===== src/rtl/ooo_pkg.sv =====
package ooo_pkg;

    // datapath and tag widths
    localparam int XLEN     = 32;
    localparam int TAG_W    = 6;   // physical register tag

    // reservation station geometry
    localparam int RS_DEPTH = 8;
    localparam int RS_IDX_W = 3;

    // execution unit latency, issue to result valid
    localparam int MUL_STAGES = 3;

    // opcodes carried from dispatch to the units
    // OP_MUL goes to the multiplier, the rest to the alu
    typedef enum logic [2:0] {
        OP_ADD = 3'd0,
        OP_SUB = 3'd1,
        OP_AND = 3'd2,
        OP_XOR = 3'd3,
        OP_MUL = 3'd4
    } op_e;

endpackage


===== src/rtl/reservation_station.sv =====
`timescale 1ns/1ps

module reservation_station
    import ooo_pkg::*;
(
    input  logic             rs_on,
    input  logic             rst_n,

    input  logic             disp_valid,
    input  op_e              disp_op,
    input  logic [TAG_W-1:0] disp_tag,
    input  logic             src1_rdy,
    input  logic [TAG_W-1:0] src1_tag,
    input  logic [XLEN-1:0]  src1_val,
    input  logic             src2_rdy,
    input  logic [TAG_W-1:0] src2_tag,
    input  logic [XLEN-1:0]  src2_val,
    output logic             disp_ready,

    input  logic             alu_res_valid,
    input  logic [TAG_W-1:0] alu_res_tag,
    input  logic [XLEN-1:0]  alu_res_data,
    input  logic             mul_res_valid,
    input  logic [TAG_W-1:0] mul_res_tag,
    input  logic [XLEN-1:0]  mul_res_data,

    output logic             alu_issue,
    output op_e              alu_op,
    output logic [TAG_W-1:0] alu_tag,
    output logic [XLEN-1:0]  alu_a,
    output logic [XLEN-1:0]  alu_b,
    output logic             mul_issue,
    output logic [TAG_W-1:0] mul_tag,
    output logic [XLEN-1:0]  mul_a,
    output logic [XLEN-1:0]  mul_b
);

    // per-entry state
    logic [RS_DEPTH-1:0] ent_busy;     // slot between head and tail
    logic [RS_DEPTH-1:0] ent_issued;   // sent to a unit, waiting for head
    op_e                 ent_op  [RS_DEPTH];
    logic [TAG_W-1:0]    ent_tag [RS_DEPTH];
    logic [RS_DEPTH-1:0] s1_rdy;
    logic [RS_DEPTH-1:0] s2_rdy;
    logic [TAG_W-1:0]    s1_tag  [RS_DEPTH];
    logic [TAG_W-1:0]    s2_tag  [RS_DEPTH];
    logic [XLEN-1:0]     s1_val  [RS_DEPTH];
    logic [XLEN-1:0]     s2_val  [RS_DEPTH];

    logic [RS_IDX_W-1:0] head;
    logic [RS_IDX_W-1:0] tail;
    logic [RS_IDX_W:0]   count;        // occupied slots, holes included

    logic                disp_fire;
    logic                retire;
    logic                d1_rdy;
    logic                d2_rdy;
    logic [XLEN-1:0]     d1_val;
    logic [XLEN-1:0]     d2_val;
    logic                sel_found;
    logic [RS_IDX_W-1:0] sel_idx;

    // snoop both result buses for one pending source
    function automatic logic [XLEN:0] capture(
        input logic             rdy,
        input logic [TAG_W-1:0] tag,
        input logic [XLEN-1:0]  val
    );
        if (!rdy && alu_res_valid && (alu_res_tag == tag)) begin
            return {1'b1, alu_res_data};
        end
        if (!rdy && mul_res_valid && (mul_res_tag == tag)) begin
            return {1'b1, mul_res_data};
        end
        return {rdy, val};
    endfunction

    assign disp_ready = (count != (RS_IDX_W+1)'(RS_DEPTH));
    assign disp_fire  = disp_valid && disp_ready;
    assign retire     = ent_busy[head] && ent_issued[head];

    // bypass: tag broadcast in the dispatch cycle
    always_comb begin
        {d1_rdy, d1_val} = capture(src1_rdy, src1_tag, src1_val);
        {d2_rdy, d2_val} = capture(src2_rdy, src2_tag, src2_val);
    end

    // oldest ready entry, scanning from head
    always_comb begin
        logic [RS_IDX_W-1:0] idx;
        sel_found = 1'b0;
        sel_idx   = head;
        for (int k = 0; k < RS_DEPTH; k++) begin
            idx = head + RS_IDX_W'(k);
            if (!sel_found && ent_busy[idx] && !ent_issued[idx] && s1_rdy[idx] && s2_rdy[idx]) begin
                sel_found = 1'b1;
                sel_idx   = idx;
            end
        end
    end

    always_ff @(posedge rs_on) begin
        if (!rst_n) begin
            ent_busy   <= '0;
            ent_issued <= '0;
            head       <= '0;
            tail       <= '0;
            count      <= '0;
        end else begin
            if (disp_fire) begin
                ent_busy[tail]   <= 1'b1;
                ent_issued[tail] <= 1'b0;
                tail             <= tail + 1'b1;
            end
            if (sel_found) begin
                ent_issued[sel_idx] <= 1'b1;
            end
            if (retire) begin    // reclaim one hole per cycle
                ent_busy[head]   <= 1'b0;
                ent_issued[head] <= 1'b0;
                head             <= head + 1'b1;
            end
            count <= count + (RS_IDX_W+1)'(disp_fire) - (RS_IDX_W+1)'(retire);
        end
    end

    // entry payload, source fields and wakeup
    always_ff @(posedge rs_on) begin
        for (int i = 0; i < RS_DEPTH; i++) begin
            if (disp_fire && (tail == RS_IDX_W'(i))) begin
                ent_op[i]  <= disp_op;
                ent_tag[i] <= disp_tag;
                s1_tag[i]  <= src1_tag;
                s2_tag[i]  <= src2_tag;
                s1_rdy[i]  <= d1_rdy;
                s2_rdy[i]  <= d2_rdy;
                s1_val[i]  <= d1_val;
                s2_val[i]  <= d2_val;
            end else if (ent_busy[i]) begin
                {s1_rdy[i], s1_val[i]} <= capture(s1_rdy[i], s1_tag[i], s1_val[i]);
                {s2_rdy[i], s2_val[i]} <= capture(s2_rdy[i], s2_tag[i], s2_val[i]);
            end
        end
    end

    // route by opcode
    assign alu_issue = sel_found && (ent_op[sel_idx] != OP_MUL);
    assign mul_issue = sel_found && (ent_op[sel_idx] == OP_MUL);

    assign alu_op  = ent_op[sel_idx];
    assign alu_tag = ent_tag[sel_idx];
    assign alu_a   = s1_val[sel_idx];
    assign alu_b   = s2_val[sel_idx];
    assign mul_tag = ent_tag[sel_idx];
    assign mul_a   = s1_val[sel_idx];
    assign mul_b   = s2_val[sel_idx];

endmodule


===== src/rtl/int_alu.sv =====
`timescale 1ns/1ps

module int_alu
    import ooo_pkg::*;
(
    input  logic             rs_on,
    input  logic             rst_n,
    input  logic             alu_issue,
    input  op_e              alu_op,
    input  logic [TAG_W-1:0] alu_tag,
    input  logic [XLEN-1:0]  alu_a,
    input  logic [XLEN-1:0]  alu_b,
    output logic             alu_res_valid,
    output logic [TAG_W-1:0] alu_res_tag,
    output logic [XLEN-1:0]  alu_res_data
);

    logic [XLEN-1:0] result;

    always_comb begin
        case (alu_op)
            OP_ADD:  result = alu_a + alu_b;
            OP_SUB:  result = alu_a - alu_b;
            OP_AND:  result = alu_a & alu_b;
            OP_XOR:  result = alu_a ^ alu_b;
            default: result = '0;   // mul never routed here
        endcase
    end

    always_ff @(posedge rs_on) begin
        if (!rst_n) begin
            alu_res_valid <= 1'b0;
        end else begin
            alu_res_valid <= alu_issue;   // one-cycle pulse
        end
    end

    always_ff @(posedge rs_on) begin
        if (alu_issue) begin
            alu_res_tag  <= alu_tag;
            alu_res_data <= result;
        end
    end

endmodule


===== src/rtl/mul_pipe.sv =====
`timescale 1ns/1ps

module mul_pipe
    import ooo_pkg::*;
(
    input  logic             rs_on,
    input  logic             rst_n,
    input  logic             mul_issue,
    input  logic [TAG_W-1:0] mul_tag,
    input  logic [XLEN-1:0]  mul_a,
    input  logic [XLEN-1:0]  mul_b,
    output logic             mul_res_valid,
    output logic [TAG_W-1:0] mul_res_tag,
    output logic [XLEN-1:0]  mul_res_data
);

    logic [MUL_STAGES-1:0] vld_q;
    logic [TAG_W-1:0]      tag_q [MUL_STAGES];

    // stage 1: 16-bit partial products
    logic [XLEN-1:0]   pp_ll_q;
    logic [XLEN/2-1:0] pp_hl_q;   // only low half reaches the result
    logic [XLEN/2-1:0] pp_lh_q;
    // stage 2: cross terms summed
    logic [XLEN-1:0]   pp_ll2_q;
    logic [XLEN/2-1:0] cross_q;
    // stage 3: final product, low word
    logic [XLEN-1:0]   prod_q;

    always_ff @(posedge rs_on) begin
        if (!rst_n) begin
            vld_q <= '0;
        end else begin
            vld_q <= {vld_q[MUL_STAGES-2:0], mul_issue};
        end
    end

    always_ff @(posedge rs_on) begin
        tag_q[0] <= mul_tag;
        for (int k = 1; k < MUL_STAGES; k++) begin
            tag_q[k] <= tag_q[k-1];
        end

        pp_ll_q  <= mul_a[XLEN/2-1:0] * mul_b[XLEN/2-1:0];
        pp_hl_q  <= mul_a[XLEN-1:XLEN/2] * mul_b[XLEN/2-1:0];
        pp_lh_q  <= mul_a[XLEN/2-1:0] * mul_b[XLEN-1:XLEN/2];

        pp_ll2_q <= pp_ll_q;
        cross_q  <= pp_hl_q + pp_lh_q;

        prod_q   <= pp_ll2_q + {cross_q, {(XLEN/2){1'b0}}};
    end

    assign mul_res_valid = vld_q[MUL_STAGES-1];
    assign mul_res_tag   = tag_q[MUL_STAGES-1];
    assign mul_res_data  = prod_q;

endmodule


===== src/rtl/ooo_exec_top.sv =====
`timescale 1ns/1ps

module ooo_exec_top
    import ooo_pkg::*;
(
    input  logic             rs_on,
    input  logic             rst_n,
    input  logic             disp_valid,
    input  op_e              disp_op,
    input  logic [TAG_W-1:0] disp_tag,
    input  logic             src1_rdy,
    input  logic [TAG_W-1:0] src1_tag,
    input  logic [XLEN-1:0]  src1_val,
    input  logic             src2_rdy,
    input  logic [TAG_W-1:0] src2_tag,
    input  logic [XLEN-1:0]  src2_val,
    output logic             disp_ready,
    output logic             alu_res_valid,
    output logic [TAG_W-1:0] alu_res_tag,
    output logic [XLEN-1:0]  alu_res_data,
    output logic             mul_res_valid,
    output logic [TAG_W-1:0] mul_res_tag,
    output logic [XLEN-1:0]  mul_res_data
);

    // issue paths
    logic             alu_issue;
    op_e              alu_op;
    logic [TAG_W-1:0] alu_tag;
    logic [XLEN-1:0]  alu_a;
    logic [XLEN-1:0]  alu_b;
    logic             mul_issue;
    logic [TAG_W-1:0] mul_tag;
    logic [XLEN-1:0]  mul_a;
    logic [XLEN-1:0]  mul_b;

    reservation_station i_rs (
        .rs_on         (rs_on),
        .rst_n         (rst_n),
        .disp_valid    (disp_valid),
        .disp_op       (disp_op),
        .disp_tag      (disp_tag),
        .src1_rdy      (src1_rdy),
        .src1_tag      (src1_tag),
        .src1_val      (src1_val),
        .src2_rdy      (src2_rdy),
        .src2_tag      (src2_tag),
        .src2_val      (src2_val),
        .disp_ready    (disp_ready),
        .alu_res_valid (alu_res_valid),
        .alu_res_tag   (alu_res_tag),
        .alu_res_data  (alu_res_data),
        .mul_res_valid (mul_res_valid),
        .mul_res_tag   (mul_res_tag),
        .mul_res_data  (mul_res_data),
        .alu_issue     (alu_issue),
        .alu_op        (alu_op),
        .alu_tag       (alu_tag),
        .alu_a         (alu_a),
        .alu_b         (alu_b),
        .mul_issue     (mul_issue),
        .mul_tag       (mul_tag),
        .mul_a         (mul_a),
        .mul_b         (mul_b)
    );

    int_alu i_alu (
        .rs_on         (rs_on),
        .rst_n         (rst_n),
        .alu_issue     (alu_issue),
        .alu_op        (alu_op),
        .alu_tag       (alu_tag),
        .alu_a         (alu_a),
        .alu_b         (alu_b),
        .alu_res_valid (alu_res_valid),
        .alu_res_tag   (alu_res_tag),
        .alu_res_data  (alu_res_data)
    );

    mul_pipe i_mul (
        .rs_on         (rs_on),
        .rst_n         (rst_n),
        .mul_issue     (mul_issue),
        .mul_tag       (mul_tag),
        .mul_a         (mul_a),
        .mul_b         (mul_b),
        .mul_res_valid (mul_res_valid),
        .mul_res_tag   (mul_res_tag),
        .mul_res_data  (mul_res_data)
    );

endmodule


===== config.mk =====
export PLATFORM = sky130hd
export DESIGN_NAME = ooo_exec_top
export DESIGN_NICKNAME = d
export VERILOG_FILES = /design/src/rtl/ooo_pkg.sv /design/src/rtl/reservation_station.sv /design/src/rtl/int_alu.sv /design/src/rtl/mul_pipe.sv /design/src/rtl/ooo_exec_top.sv
export SDC_FILE = /design/constraint.sdc
export NUM_CORES = 2
export LEC_CHECK = 0
export BUFFER_PORTS_ARGS = -buffer_cell sky130_fd_sc_hd__buf_2
export CORE_UTILIZATION = 65
export CTS_BUF_LIST = sky130_fd_sc_hd__clkbuf_4 sky130_fd_sc_hd__clkbuf_8 sky130_fd_sc_hd__clkbuf_16
export DETAILED_ROUTE_END_ITERATION = 12
export GPL_TIMING_DRIVEN = 1
export PLACE_DENSITY_LB_ADDON = 0.12
export SLEW_MARGIN = 10
export SYNTH_ARGS = -nofsm -noshare
export SYNTH_HDL_FRONTEND = slang
export SYNTH_SLANG_ARGS = --single-unit

===== constraint.sdc =====
create_clock -name rs_on -period 18.1 [get_ports rs_on]
set_input_delay 0.905 -clock rs_on [delete_from_list [all_inputs] [get_ports rs_on]]
set_output_delay 0.905 -clock rs_on [all_outputs]
set_load 0.01 [all_outputs]

Word level (Yosys, flattened, before mapping)
Memories as Yosys holds them, arrays and structs flattened.
Cells that the tools add are included.
- output and inout port bits: 79
- memories: 5
- RAM bits: 186
- bits in registers: 740
- word-level logic and storage cells: 817
- memory list (memory ; words ; bits a word ; read ports ; clocked after memory_dff ; wr ports ; line ; text):
    i_rs.ent_tag ; 8 ; 6 ; 1 ; 0 ; 1 ; reservation_station.sv:42 ; logic [TAG_W-1:0] ent_tag [RS_DEPTH];
    i_rs.s1_tag ; 8 ; 6 ; 8 ; 0 ; 1 ; reservation_station.sv:45 ; logic [TAG_W-1:0] s1_tag [RS_DEPTH];
    i_rs.s2_tag ; 8 ; 6 ; 8 ; 0 ; 1 ; reservation_station.sv:46 ; logic [TAG_W-1:0] s2_tag [RS_DEPTH];
    i_rs.ent_op ; 8 ; 3 ; 1 ; 0 ; 1 ; reservation_station.sv:41 ; op_e ent_op [RS_DEPTH];
    i_mul.tag_q ; 3 ; 6 ; 3 ; 0 ; 3 ; mul_pipe.sv:18 ; logic [TAG_W-1:0] tag_q [MUL_STAGES];
- muxes and demuxes: 454
- add/subtract/negate cells: 14
- eq/ne operators: 49
- bitwise gates (word level): 10
- reductions and logical operators: 221
- $lt $le $gt $ge: 14
- multiply operators: 3
- operators by type and width (operator ; count):
    33-bit 2-to-1 mux ; 72
    32-bit 2-to-1 mux ; 36
    1-bit 2-to-1 mux ; 237
    6-bit equality test ; 36
    32-bit binary-select mux with 3-bit select ; 2
    32-bit one-hot mux with 4 select lines ; 1
    3-bit 2-to-1 mux ; 42
    6-bit 2-to-1 mux ; 21
    6-bit OR reduction ; 21
    1-bit logical AND ; 118
    1-bit binary-select mux with 3-bit select ; 32
    32-bit adder ; 2
    8-bit 2-to-1 mux ; 8
    3-bit nonzero test ; 16
    3-bit by 4-bit < comparator with 1-bit output (second input constant) ; 10
    1-bit logical NOT ; 33
    32-bit bitwise AND ; 1
    16-bit by 16-bit multiplier with 16-bit output ; 2
    16-bit by 16-bit multiplier with 32-bit output ; 1
    2-bit AND reduction ; 16
    32-bit subtractor ; 1
    32-bit bitwise XOR ; 1
    8-bit bitwise AND ; 3
    3-bit OR reduction ; 7
    other kinds (19) ; 46

Logic depth before layout (Yosys ltp)
- depth after elaboration: 58
- gate-level depth with buffers: 45
- gate-level depth less buffers: 39

Cells and area by module
Synthesis repeated with hierarchy kept, for this count alone.
- cells, all modules: 7553
- area total of the unflattened synthesis: 70123.5 µm²
- by module, submodules not included (module ; cells an instance ; sequential area each (µm²) ; area each (µm²) ; instances):
    reservation_station ; 4725 ; 21420.5 ; 44310.0 ; 1
    mul_pipe ; 2311 ; 3303.2 ; 21119.0 ; 1
    int_alu ; 517 ; 1161.1 ; 4694.5 ; 1

Worst setup path after synthesis
OpenSTA, ideal clock, no wires.
- path type: register to register
- start: reg i_rs.head[1]
- end: reg i_mul.pp_ll_q[30]
- clock period less this slack: 9705 ps
- path buffers: 6
- path slack: 8395 ps
- stages on the path, launching flop included: 40
- data arrival time: 9580 ps
- path through: dfxtp_1 buf_2 inv_4 ha_1 buf_2 mux4_2 a21bo_2 a221oi_1 o32ai_1 o211ai_1 o21a_1 buf_4 buf_4 buf_2 mux2i_1 nand2_1 o211ai_2 clkinv_1 [... 4 more ...] fa_1 fa_1 inv_1 fa_1 fa_1 inv_1 fa_1 inv_1 ha_1 or2_2 o31ai_1 a21oi_1 a41o_1 o211a_1 a41oi_1 a2111o_1 a31oi_1 xor2_1
- cells in the longest elaborated chain, start to end: 54
- elaborated cells on any way between the ends: 139
- those cells by class: add/sub (7); mul (1); mux (84); bitwise (1); reduce/logical (46)
- ends and longest elaborated chain (element ; line ; text):
    start, declared ; reservation_station.sv:50 ; logic [RS_IDX_W-1:0] head;
    start signal, assigned ; reservation_station.sv:121 ; head <= head + 1'b1;
    1-bit binary-select mux with 3-bit select ; reservation_station.sv:95 ; if (!sel_found && ent_busy[idx] && !ent_issued[idx] && s1_rdy[idx] && s2_rdy[idx]) begin
    1-bit 2-to-1 mux (implied by the code) ; reservation_station.sv:95 ;
    1-bit logical NOT ; reservation_station.sv:95 ;
    1-bit logical AND (3 in a row) ; reservation_station.sv:95 ;
    1-bit 2-to-1 mux ; reservation_station.sv:95 ;
    1-bit logical NOT ; reservation_station.sv:95 ;
    1-bit logical AND (4 in a row) ; reservation_station.sv:95 ;
    1-bit 2-to-1 mux ; reservation_station.sv:95 ;
    [... 29 more ...] ; - ;
    1-bit 2-to-1 mux ; reservation_station.sv:95 ;
    1-bit logical NOT ; reservation_station.sv:95 ;
    1-bit logical AND (4 in a row) ; reservation_station.sv:95 ;
    3-bit 2-to-1 mux (*) ; reservation_station.sv:95 ;
    3-bit inverter with 4-bit output (implied by the code) (*) ; reservation_station.sv:155, reservation_station.sv:156 ;
    32-bit binary-select mux with 3-bit select, on equally long branches ; reservation_station.sv:155, reservation_station.sv:156 ;
    32-bit 2-to-1 mux, on equally long branches (2 in a row) ; reservation_station.sv:155, reservation_station.sv:156 ;
    16-bit by 16-bit multiplier with 32-bit output (*) ; mul_pipe.sv:44 ; pp_ll_q <= mul_a[XLEN/2-1:0] * mul_b[XLEN/2-1:0];
    end signal, assigned ; mul_pipe.sv:44 ;
    end, declared ; mul_pipe.sv:21 ; logic [XLEN-1:0] pp_ll_q;
Every way passes the cells marked *; elsewhere a longest branch is shown, timed or not. The select of a mux whose other input is x is not followed.
A chain may end at the register's enable or synchronous reset.

Worst setup path in the final report
- start: reg i_rs.head[1]
- end: reg i_mul.pp_ll_q[29]
The elaborated chain is that of the path after synthesis.

==> impl_metrics.ini <==
[die]
coreArea_um2 = 102000
die_area_um2 = 105000
fp.dieW_um = 324
io_pins = 169
row_count = 117
start_util = 0.659
die_h_um = 324

[logic_synthesis]
yosysWarningCount = 0
synthCells = 6633
ys_ff_latch = 926
syn_nets = 7394
yosys.cell_types.count = 92
syn_area_um2 = 67600
synth_flop_cell = edfxtp_1
ys_seq_area_frac = 0.383
yosys.area.top_type = edfxtp_1
synth_edf_count = 734
synth_area_leaders = edfxtp_1 33%, fa_1 11%, mux2i_1 10%, ha_1 5.8%, dfxtp_1 5.7%
syn_area_per_cell_um2 = 10.2
yosysTopAreaCellShare = 0.326
synth-async-reset-ratio = 0

[detailed_routing]
ant_nets = 0
routed_wl_mm = 231
avgViaCountPerCell = 6.58
drc = 0
routedWlPerCell_um = 28.9
vias = 52700
drt_iter0_drc = 6440
dr.pass1.iters = 6

[sta]
maxSlewViolCount = 0
hold_violations = 0
fin_crit_sh = 0.693
hold_slack_ns = 0.316
clock-skew-final_ns = 0.0700
max_freq_mhz = 79.7
setup_viol = 0
slew_headroom = 0.188
tightest_slew_ns = 1.22
rsz0062_at_grt = false
finalCriticalPeriod_ns = 12.54
finalSetupTns_ns = 0

[clocking]
cts_resized = 0
clk_latency_ns = 0.74
cts.path.max_buffers = 3
root_buffer = clkbuf_16
cts_buffers = 101
cts_tree = yes
htree_levels = 3
cts_hold_buffers = 0
cts_setup_buffers = 0
clkSinkCount = 926
path_clk_slew_ns = 0.07

[global_routing]
grt_start_max_net_pins = 99
grt_pass1_wl_mm = 339
grt_util_all_layers = 0.438
grt_pass1_vias = 51700
antenna_found_initial = 10
overflow = 0

[placed_design]
dp_cells = 7806
dp_hpwl_mm = 147
io_buffers = 168
place_congestion = 0.994

[worst_setup_path]
cp.arrival_ns = 13.15
r2r_end = i_mul.pp_ll_q[29]$_DFF_P_
worst_setup_path_end_kind = flop
crit_top_cell = inv_1
reg2reg_depth = 37
endpoint = i_mul.pp_ll_q[29]$_DFF_P_
cp_top_family = adder cells
worst-path-buf-inv = 10
critPathLaunchType = flop
cp_max_fo = 48
rrSetupSlack_ns = 5.56
critPathRequiredTime_ns = 18.71
worstSetupStartpoint = i_rs.head[1]$_SDFFE_PN0P_
crit_cells = 37
timing.rr.start = i_rs.head[1]$_SDFFE_PN0P_
crit_slowest_cell = dfxtp_1
crit_type = flop to flop
slowest_delay_ns = 0.86

[finish]
area_growth_syn_to_layout_pct = 8.16
final_util = 0.713
regArea_um2 = 25900
final_nets = 7302
final_cells = 8001
multi_input_area_um2 = 37700
drive_gt1_frac = 0.106
fillers = 7622

[min_path]
hold_class = flop to flop

[job]
drv_cap = 0

[status]
outcome = completed
## worst register-to-register path, delay by kind of cell (launching register included)
| kind | cells | cell delay [ns] |
|---|---|---|
| compound gates | 11 | 2.50 |
| xor+xnor | 1 | 0.13 |
| fa+ha+maj | 9 | 4.21 |
| buf+inv | 10 | 2.64 |
| flops | 1 | 0.86 |
| mux | 2 | 0.83 |
| simple gates | 4 | 1.24 |
## area by class of cell
type                    count  area share
multi-input cells        4604       0.515
clock inverters            49     0.00892
repair buffers            307      0.0258
flip-flops and latches    926       0.354
well taps                1368      0.0234
diodes                      4    0.000137
inverters                 601      0.0313
clock buffers             142      0.0410
## how the worst min path moves through the flow
stage / from / slack, ns / cells past startpoint / endpoint
6_report: i_mul.pp_ll2_q[4]$_DFF_P_ / 0.32 / 0 / i_mul.mul_res_data[4]$_DFF_P_
3_5_place_dp: i_mul.pp_ll_q[0]$_DFF_P_ / 0.31 / 0 / i_mul.pp_ll2_q[0]$_DFF_P_
5_1_grt: i_mul.pp_ll2_q[5]$_DFF_P_ / 0.33 / 0 / i_mul.mul_res_data[5]$_DFF_P_
3_3_place_gp: i_mul.tag_q[0][2]$_DFF_P_ / 0.31 / 0 / i_mul.tag_q[0][8]$_DFF_P_
2_1_floorplan: i_mul.pp_ll2_q[0]$_DFF_P_ / 0.31 / 0 / i_mul.mul_res_data[0]$_DFF_P_
4_1_cts: i_mul.pp_ll2_q[4]$_DFF_P_ / 0.32 / 0 / i_mul.mul_res_data[4]$_DFF_P_
## cell usage after synthesis (8+ instances only)
cell / n
mux2i_1: 702
a21o_1: 31
nand3b_1: 20
nand4_1: 18
o21a_1: 11
and4b_1: 8
nor4_1: 23
nand3_1: 50
nor2_1: 407
dfxtp_1: 192
xnor2_1: 258
a211oi_1: 53
mux4_2: 108
clkbuf_1: 363
clkinv_1: 13
xor2_1: 142
mux2_2: 13
nand2b_1: 17
o21ai_0: 564
a31oi_1: 30
o21bai_1: 22
and2_1: 56
nor2b_1: 24
inv_1: 582
a21oi_1: 189
nand2_1: 961
buf_2: 43
nand4b_1: 9
and3_1: 19
buf_1: 69
buf_4: 19
a22oi_1: 16
fa_1: 358
o211ai_1: 14
ha_1: 313
edfxtp_1: 734
nor3b_1: 18
nor3_1: 44
a21boi_0: 8
## cell usage in the layout (no fill, tap or decap), drive strengths merged, types with 17 or more instances in the layout
master,count
edfxtp,734
nand3,50
nand3b,20
xor2,142
buf,307
nand4,19
clkbuf,142
a21o,31
mux2i,709
and2,59
dfxtp,192
ha,313
nor4,26
nor2b,24
nand2b,17
nor3b,18
a21oi,190
o21bai,22
a211oi,53
nand2,962
nor2,408
a31oi,30
xnor2,258
and3,19
clkinv,44
fa,358
nor3,46
inv,596
mux4,108
o21ai,567
## cells by family (layout without fill, tap and decap cells)
family,Yosys count,count (layout),share of synthesized area
AOI/OAI and AO/OA,998,998,0.0843
xor gates and xnor gates,404,404,0.0532
adders and majority gates,671,671,0.164
buffers and inverters,1103,1099,0.0641
DFF,926,926,0.383
muxes,831,831,0.144
other,0,4,0
and+or+nand+nor,1700,1700,0.108
## flip-flops by register name, summed over array words and instances (netlist names), 32 cells and up
name / count
i_rs.s2_tag: 48
i_rs.ent_tag: 48
i_rs.s1_tag: 48
i_mul.pp_ll2_q: 32
i_alu.alu_res_data: 32
i_mul.pp_ll_q: 32
i_rs.s1_val: 256
i_mul.mul_res_data: 32
i_rs.s2_val: 256
## routing by layer
layer,track usage,part of all wire,vias to the layer above
met4,0.258,0.071,8
met5,0,0.00024,-
met3,0.119,0.14,970
li1,-,-,22400
met1,0.567,0.36,25400
met2,0.661,0.43,3859
## through the flow
step           worst slack [ns]  cell area [um2]
3_5_place_dp               5.74            69400
6_report                   5.56            73100
3_3_place_gp               5.92            69400
5_1_grt                    4.95            73100
4_1_cts                    5.64            73100
2_1_floorplan              8.39            67600
Power is not shown: default switching activity piles up to over one toggle a cycle in this logic, so the estimate is an artifact.
